$ cat config.mk
export PLATFORM = sky130hd
export DESIGN_NAME = cbus_to_axi
export DESIGN_NICKNAME = d
export VERILOG_FILES = /design/src/hw/cbus_pkg.sv /design/src/hw/cbus_to_axi.sv
export SDC_FILE = /design/constraint.sdc
export NUM_CORES = 1
export LEC_CHECK = 0
export BUFFER_PORTS_ARGS = -buffer_cell sky130_fd_sc_hd__buf_2
export CAP_MARGIN = 20
export CELL_PAD_IN_SITES_DETAIL_PLACEMENT = 0
export CELL_PAD_IN_SITES_GLOBAL_PLACEMENT = 1
export CORE_AREA = 2 2 161 163
export DETAILED_ROUTE_END_ITERATION = 10
export DIE_AREA = 0 0 163 165
export GPL_ROUTABILITY_DRIVEN = 1
export PLACE_DENSITY = 0.63
export SYNTH_ARGS = -nofsm -noshare
export SYNTH_HDL_FRONTEND = slang
export SYNTH_SLANG_ARGS = --single-unit
$ cat constraint.sdc
create_clock -name aclk -period 3.1 [get_ports aclk]
set_input_delay 0.775 -clock aclk [delete_from_list [all_inputs] [get_ports aclk]]
set_output_delay 0.775 -clock aclk [all_outputs]
set_load 0.01 [all_outputs]
$ cat src/hw/cbus_pkg.sv
package cbus_pkg;

    ////////////////////////////////////////////////////////////////////////////
    // bus widths.
    ////////////////////////////////////////////////////////////////////////////

    localparam int ADDR_WIDTH = 32;
    localparam int DATA_WIDTH = 64;
    localparam int STRB_WIDTH = DATA_WIDTH / 8;   // one strobe per byte.

    typedef logic [ADDR_WIDTH-1:0] addr_t;
    typedef logic [DATA_WIDTH-1:0] data_t;
    typedef logic [STRB_WIDTH-1:0] strb_t;

    // cache bus burst length, beats minus one.
    typedef logic [3:0] mlen_t;

    ////////////////////////////////////////////////////////////////////////////
    // AXI field types.
    ////////////////////////////////////////////////////////////////////////////

    typedef logic [7:0] axi_len_t;
    typedef logic [2:0] axi_size_t;

    localparam axi_size_t AXI_SIZE_8B = 3'd3;   // full 64-bit beat.

    typedef enum logic [1:0] {
        burst_fixed = 2'b00,
        burst_incr  = 2'b01,
        burst_wrap  = 2'b10
    } axi_burst_t;

    // next beat address of a wrapping burst.
    // the block is (len + 1) beats of 8 bytes, aligned to its own size.
    function automatic addr_t wrap_next(addr_t addr, axi_len_t len);
        addr_t mask;
        mask = ((addr_t'(len) + addr_t'(1)) << 3) - addr_t'(1);
        return (addr & ~mask) | ((addr + addr_t'(8)) & mask);
    endfunction

endpackage

$ cat src/hw/cbus_to_axi.sv
module cbus_to_axi
    import cbus_pkg::*;
(
    input  logic       aclk,
    input  logic       areset,

    // cache bus.
    input  logic       creq_valid,
    input  logic       creq_is_write,
    input  addr_t      creq_addr,
    input  axi_size_t  creq_size,
    input  mlen_t      creq_len,
    input  strb_t      creq_strobe,
    input  data_t      creq_data,
    output logic       cresp_ready,
    output logic       cresp_last,
    output data_t      cresp_data,

    // AXI master.
    output addr_t      araddr,
    output axi_len_t   arlen,
    output axi_size_t  arsize,
    output axi_burst_t arburst,
    output logic       arvalid,
    input  logic       arready,
    input  data_t      rdata,
    input  logic       rlast,
    input  logic       rvalid,
    output logic       rready,
    output addr_t      awaddr,
    output axi_len_t   awlen,
    output axi_size_t  awsize,
    output axi_burst_t awburst,
    output logic       awvalid,
    input  logic       awready,
    output data_t      wdata,
    output strb_t      wstrb,
    output logic       wlast,
    output logic       wvalid,
    input  logic       wready,
    input  logic       bvalid,
    output logic       bready
);

    // one phase bit per AXI channel.
    localparam int PH_AR = 4;
    localparam int PH_R  = 3;
    localparam int PH_AW = 2;
    localparam int PH_W  = 1;
    localparam int PH_B  = 0;

    logic [4:0] in_issue;
    logic [4:0] next_issue;
    logic [4:0] handshake;
    logic [4:0] ended;
    logic       busy;
    logic       is_last;

    addr_t      saved_addr;
    axi_size_t  saved_size;
    mlen_t      saved_len;
    mlen_t      count;   // beats left after the current one.

    assign next_issue = creq_is_write ? 5'b00111 : 5'b11000;
    assign busy       = |in_issue;
    assign is_last    = (count == '0);

    assign handshake = {
        in_issue[PH_AR] && arready,
        in_issue[PH_R]  && rvalid,
        in_issue[PH_AW] && awready,
        in_issue[PH_W]  && wready,
        in_issue[PH_B]  && bvalid
    };
    assign ended = handshake & {1'b1, rlast, 1'b1, wlast, 1'b1};   // data phases end on last.

    ////////////////////////////////////////////////////////////////////////////
    // cache bus response.
    ////////////////////////////////////////////////////////////////////////////

    assign cresp_ready = handshake[PH_R] || handshake[PH_W];
    assign cresp_last  = cresp_ready && (!in_issue[PH_R] || rlast) && is_last;
    assign cresp_data  = rdata;

    ////////////////////////////////////////////////////////////////////////////
    // AXI channels driven straight from the phases.
    ////////////////////////////////////////////////////////////////////////////

    assign arvalid = in_issue[PH_AR];
    assign araddr  = saved_addr;
    assign arlen   = axi_len_t'(saved_len);
    assign arsize  = saved_size;
    assign arburst = burst_wrap;
    assign rready  = in_issue[PH_R];

    assign awvalid = in_issue[PH_AW];
    assign awaddr  = saved_addr;
    assign awlen   = axi_len_t'(saved_len);
    assign awsize  = saved_size;
    assign awburst = burst_wrap;

    assign wvalid  = in_issue[PH_W];
    assign wdata   = creq_data;     // the controller steps data per beat.
    assign wstrb   = creq_strobe;
    assign wlast   = is_last;
    assign bready  = in_issue[PH_B];

    always_ff @(posedge aclk) begin
        if (!areset) begin
            in_issue <= '0;
        end else if (busy) begin
            in_issue <= in_issue & ~ended;
        end else if (creq_valid) begin
            in_issue <= next_issue;   // one cycle of issue delay.
        end
    end

    // request capture while idle, beat countdown while busy.
    always_ff @(posedge aclk) begin
        if (!busy) begin
            saved_addr <= creq_addr;
            saved_size <= creq_size;
            saved_len  <= creq_len;
            count      <= creq_len;
        end else if (cresp_ready && !cresp_last) begin
            count <= count - mlen_t'(1);
        end
    end

    a_addr_stable: assert property (@(posedge aclk) disable iff (!areset)
        (in_issue[PH_R] || in_issue[PH_W]) |-> creq_addr == saved_addr);

    // the memory's last read beat lines up with the beat counter.
    a_rlast_in_step: assert property (@(posedge aclk) disable iff (!areset)
        handshake[PH_R] |-> rlast == is_last);

endmodule

# After elaboration in Yosys (flattened, before gate mapping)
# Index checks and enable logic that the tools add are counted.
classes:
  eq_ne: 1
  n_addsub: 1
  n_reduce_logical: 15
  mux: 5
  n_bitwise: 3
ops:
  columns: ["op", "n"]
  rows:
  - ["$mux 5", 3]
  - ["$and 5x5->5", 2]
  - ["$logic_and 1x1->1", 8]
  - ["$mux 4", 2]
  - ["$not 5->5", 1]
  - ["$reduce_or 5->1", 1]
  - ["$logic_not 4->1", 1]
  - ["$sub 4x1->4 const B", 1]
  - ["$logic_not 1->1", 2]
  - ["$logic_or 1x1->1", 2]
  - ["$ne 2x1->1 const B", 1]
  - ["$reduce_bool 2->1", 1]
word_totals:
  inputBits: 185
  elab_cells: 30
  output_inout_bits: 234
  regBits: 48

# Longest topological paths before layout
depth:
  depth_word: 8
  mapped_depth: 5
  depth_no_buf: 5

# Worst setup path after synthesis
# OpenSTA, ideal clock, no wires.
synth_path:
  path_kind: "reg2out"
  startpoint: "register count[0]"
  endpoint: "output cresp_last"
  t_arrival_ns: 1.277
  n_path_buf: 0
  setup_slack_ns: 1.048
  required_ns: 2.325
  stages_incl_launch_ff: 6
  path_cell_list: "edfxtp_1 > inv_1 > ha_1 > or3b_1 > a21oi_1 > and2_1"
synth_between:
  elab_chain_len: 2
synth_lines:
  columns: ["item", "line_no", "rtl"]
  rows:
  - ["start: declaration", "cbus_to_axi.sv:62", "mlen_t count;"]
  - ["start signal: assignment", "cbus_to_axi.sv:124", "count <= creq_len;"]
  - ["start signal: assignment", "cbus_to_axi.sv:126", "count <= count - mlen_t'(1);"]
  - ["$logic_not 4->1", "cbus_to_axi.sv:66", "assign is_last = (count == '0);"]
  - ["$logic_and 1x1->1", "cbus_to_axi.sv:82", "assign cresp_last = cresp_ready && (!in_issue[PH_R] || rlast) && is_last;"]
  - ["end: declaration", "cbus_to_axi.sv:16", "output logic cresp_last,"]
# No other way between the ends.

# Worst setup path after layout
# Ends and elaborated chain as after synthesis.

==> results by group <==
Critical path
  • Crit-path cells: inv_1 > ha_1 > or3b_1 > a21oi_1 > and2_1 > buf_2
  • CP peak stage delay: about 410 ps
  • Reg2reg end: count[2]
  • R2R cell count: 5
  • CP Buf/Inv Count: 2
  • CP Depth: 6
  • WS Path Type: reg -> out
  • Critical Path End: cresp_last
  • CP delay by family, top: simple AND/OR/NAND/NOR gates
  • Reg2Reg Setup Slack: ~1300 ps
  • Setup crit start kind: flop
  • Worst setup path start: count[0]
  • CP max stage cell: edfxtp_1
  • Type of element capturing the critical path: primary output
  • Top fanout value on the critical path: 3
  • Worst r2r src: in_issue[3]
  • Worst Path Arrival: about 1800 ps
  • Critical Path RT: between 2000 and 2500 ps

STA
  • Clock Skew: 7.47 ps
  • Final Hold Vio Count: 0
  • Slew Viols, Final: 0
  • Minimum clock period: 2530 ps
  • Tcrit/Tclk final: 0.817
  • RSZ-0062 raised after global routing: no
  • Fmax: 395 MHz
  • Worst hold margin: 534 ps
  • Final setup TNS: 0 ps
  • Relative slew slack: 0.594
  • Finish-stage setup viols: 0
  • Worst-Margin Slew: roughly 610 ps
  • Setup slack after layout: roughly 570 ps

Synth
  • Yosys reg bits: 48
  • Ys Warns: 0
  • Synth Flop Type: edfxtp_1
  • Post-synthesis mux area share: 0.00813
  • Synth Area in Compound Gates: 0.0244
  • Post-Syn Instances: 278
  • Mapped Area: 0.00308 mm2
  • Synth async-reset ratio: 0
  • Post-synthesis adder-cell area fraction: 0.00406
  • Register area share after synthesis: 0.452
  • Post-synthesis xor/xnor area fraction: 0.00569
  • EDFF count, synth: 43
  • Mean Syn Cell Area: 11.1 um2
  • Synth unique cells: 29
  • Main combinational cell family by area after synthesis: buffers and inverters
  • Simple-Gate Fraction of Synth Area: 0.0378

GRT
  • Vias in the first global route: around 1.5k
  • Initial antenna violation count: 0
  • Total track usage: 0.0606
  • GRT overflow: 0
  • First-pass GRT wire length: approximately 11000 um
  • Largest net degree at the start of global routing: 42

Final layout
  • Synthesis-to-layout area growth: -4.02%
  • Most common cell after layout, fill and taps aside: buf_2
  • Share of layout cells above drive strength 1: 0.607
  • Final #Nets: 429
  • Most frequent cells in the layout: buf_2 (134), edfxtp_1 (43), conb_1 (12)
  • ANT cells: 0
  • Non-Filler Instances: about 570

Placed design
  • Gpl congestion: about 0.69
  • Setup WS pre-CTS: roughly 870 ps
  • IO buf count: around 130
  • Inst Count DP: between 500 and 600
  • Post-DP HPWL: slightly below 7000 um

Routing
  • DRT Wirelength: between 8000 and 9000 um
  • WL met2: ~3400 um
  • Detail Route Antenna Nets: 0
  • DRC: 0
  • DR top layer: met4
  • Met3 routed WL: 1580 um
  • Vias: ~1.5k
  • First-pass DRT Iterations: 4
  • M1 wire length: roughly 3000 um
  • Routed length per placed instance: 15.0 um
  • Vias/cell: about 2.7
  • DRT iter0 DRCs: 60

Power and ir drop
  • Worst VDD drop: between 200 and 250 uV
  • Final Total Pwr: ~2.1 mW
  • PD cells: 713 mW/mm2
  • Leak: around 1.3 nW

Min path
  • HP Class: reg -> reg

Die
  • Ports: approximately 420
  • Core Region: between 0.02 and 0.03 mm2
  • # rows: 58
  • Initial core utilization: 0.123
  • Die area: 0.0269 mm2
  • Horiz. Die Dim: 163 um
  • Die Height: 165 um

Clock tree
  • CTS tree: done
  • CTS Buf Count: 5
  • Longest Clk Path Bufs: 2
  • Worst-path clk slew: ~70 ps
  • Sink Count: between 40 and 50
  • Insertion delay to the later sink of the worst-skew pair: 300 ps
  • Post-CTS Setup Bufs: 0
  • # hold bufs at CTS: 0
  • CTS root buf: clkbuf_16
  • CTS H-tree depth: 2
  • Post-CTS resize count: 0

Flow run
  • Max cap viols: 0

Status
  • Run status: finished, final reports clean
## where the power goes
group	leakage, nW	switching, mW	internal (mW)	total, mW
registers	0.467	0.0782	0.889	0.968
clock network	0.0741	0.266	0.324	0.590
logic	0.719	0.334	0.216	0.550
## per-layer routing
| metal | up-vias | track usage |
|---|---|---|
| li1 | 630 | - |
| met5 | - | 0 |
| met4 | 0 | 0.0451 |
| met3 | 53 | 0.0568 |
| met2 | 204 | 0.0767 |
| met1 | 659 | 0.0611 |
## cell families after synthesis
kind of cell | after synthesis
adders and majority gates | 1
AOI/OAI and AO/OA | 11
xor gates and xnor gates | 2
and+or+nand+nor | 17
DFF | 48
other | 2
buffers and inverters | 195
muxes | 2
## through the flow
step | utilization | area [um2]
finish | 0.118 | 2960
global route | 0.118 | 2960
CTS | 0.118 | 2960
detailed placement | 0.112 | 2800
global placement | 0.112 | 2800
floorplan | - | 3120
## worst min path at each step
| stage | to | start | depth (start not counted) |
|---|---|---|---|
| after global placement | in_issue[2] | in_issue[2] | 2 |
| after CTS | in_issue[2] | in_issue[2] | 2 |
| after detailed placement | in_issue[2] | in_issue[2] | 2 |
| final | in_issue[2] | in_issue[2] | 2 |
| after global routing | in_issue[2] | in_issue[2] | 2 |
| after floorplan | in_issue[2] | in_issue[2] | 2 |
## Yosys cell counts (all sizes together) (2+ instances only)
library cell	n	share of area
dfxtp	5	0.033
inv	8	0.0098
nand3	2	0.0033
nor3	2	0.0069
buf	187	0.46
o21ai	4	0.0065
nand2	2	0.0033
a21boi	3	0.0073
conb	2	0.0024
nand2b	2	0.0041
nor2b	3	0.0061
edfxtp	43	0.42
## sequential cells by signal, summed over array words and instances (netlist names)
signal and cells:
araddr 32, arsize 3, count 4, in_issue 5, saved_len 4
## tightest hold or removal path: cells and delay by family, from the launching register on
family,cells,cell delay [ps]
simple gates,1,70
compound gates,1,70
flops,1,340
## cell type report
type	instances	area, um2
Clock buffer	7	143
Clock inverter	1	8.76
Fill cell	2865	22100
Inverter	8	30.0
Multi-Input combinational cell	45	292
Sequential cell	48	1390
Tap cell	330	413
Timing Repair Buffer	135	678
No activity file was read; power rests on OpenSTA's default activity.
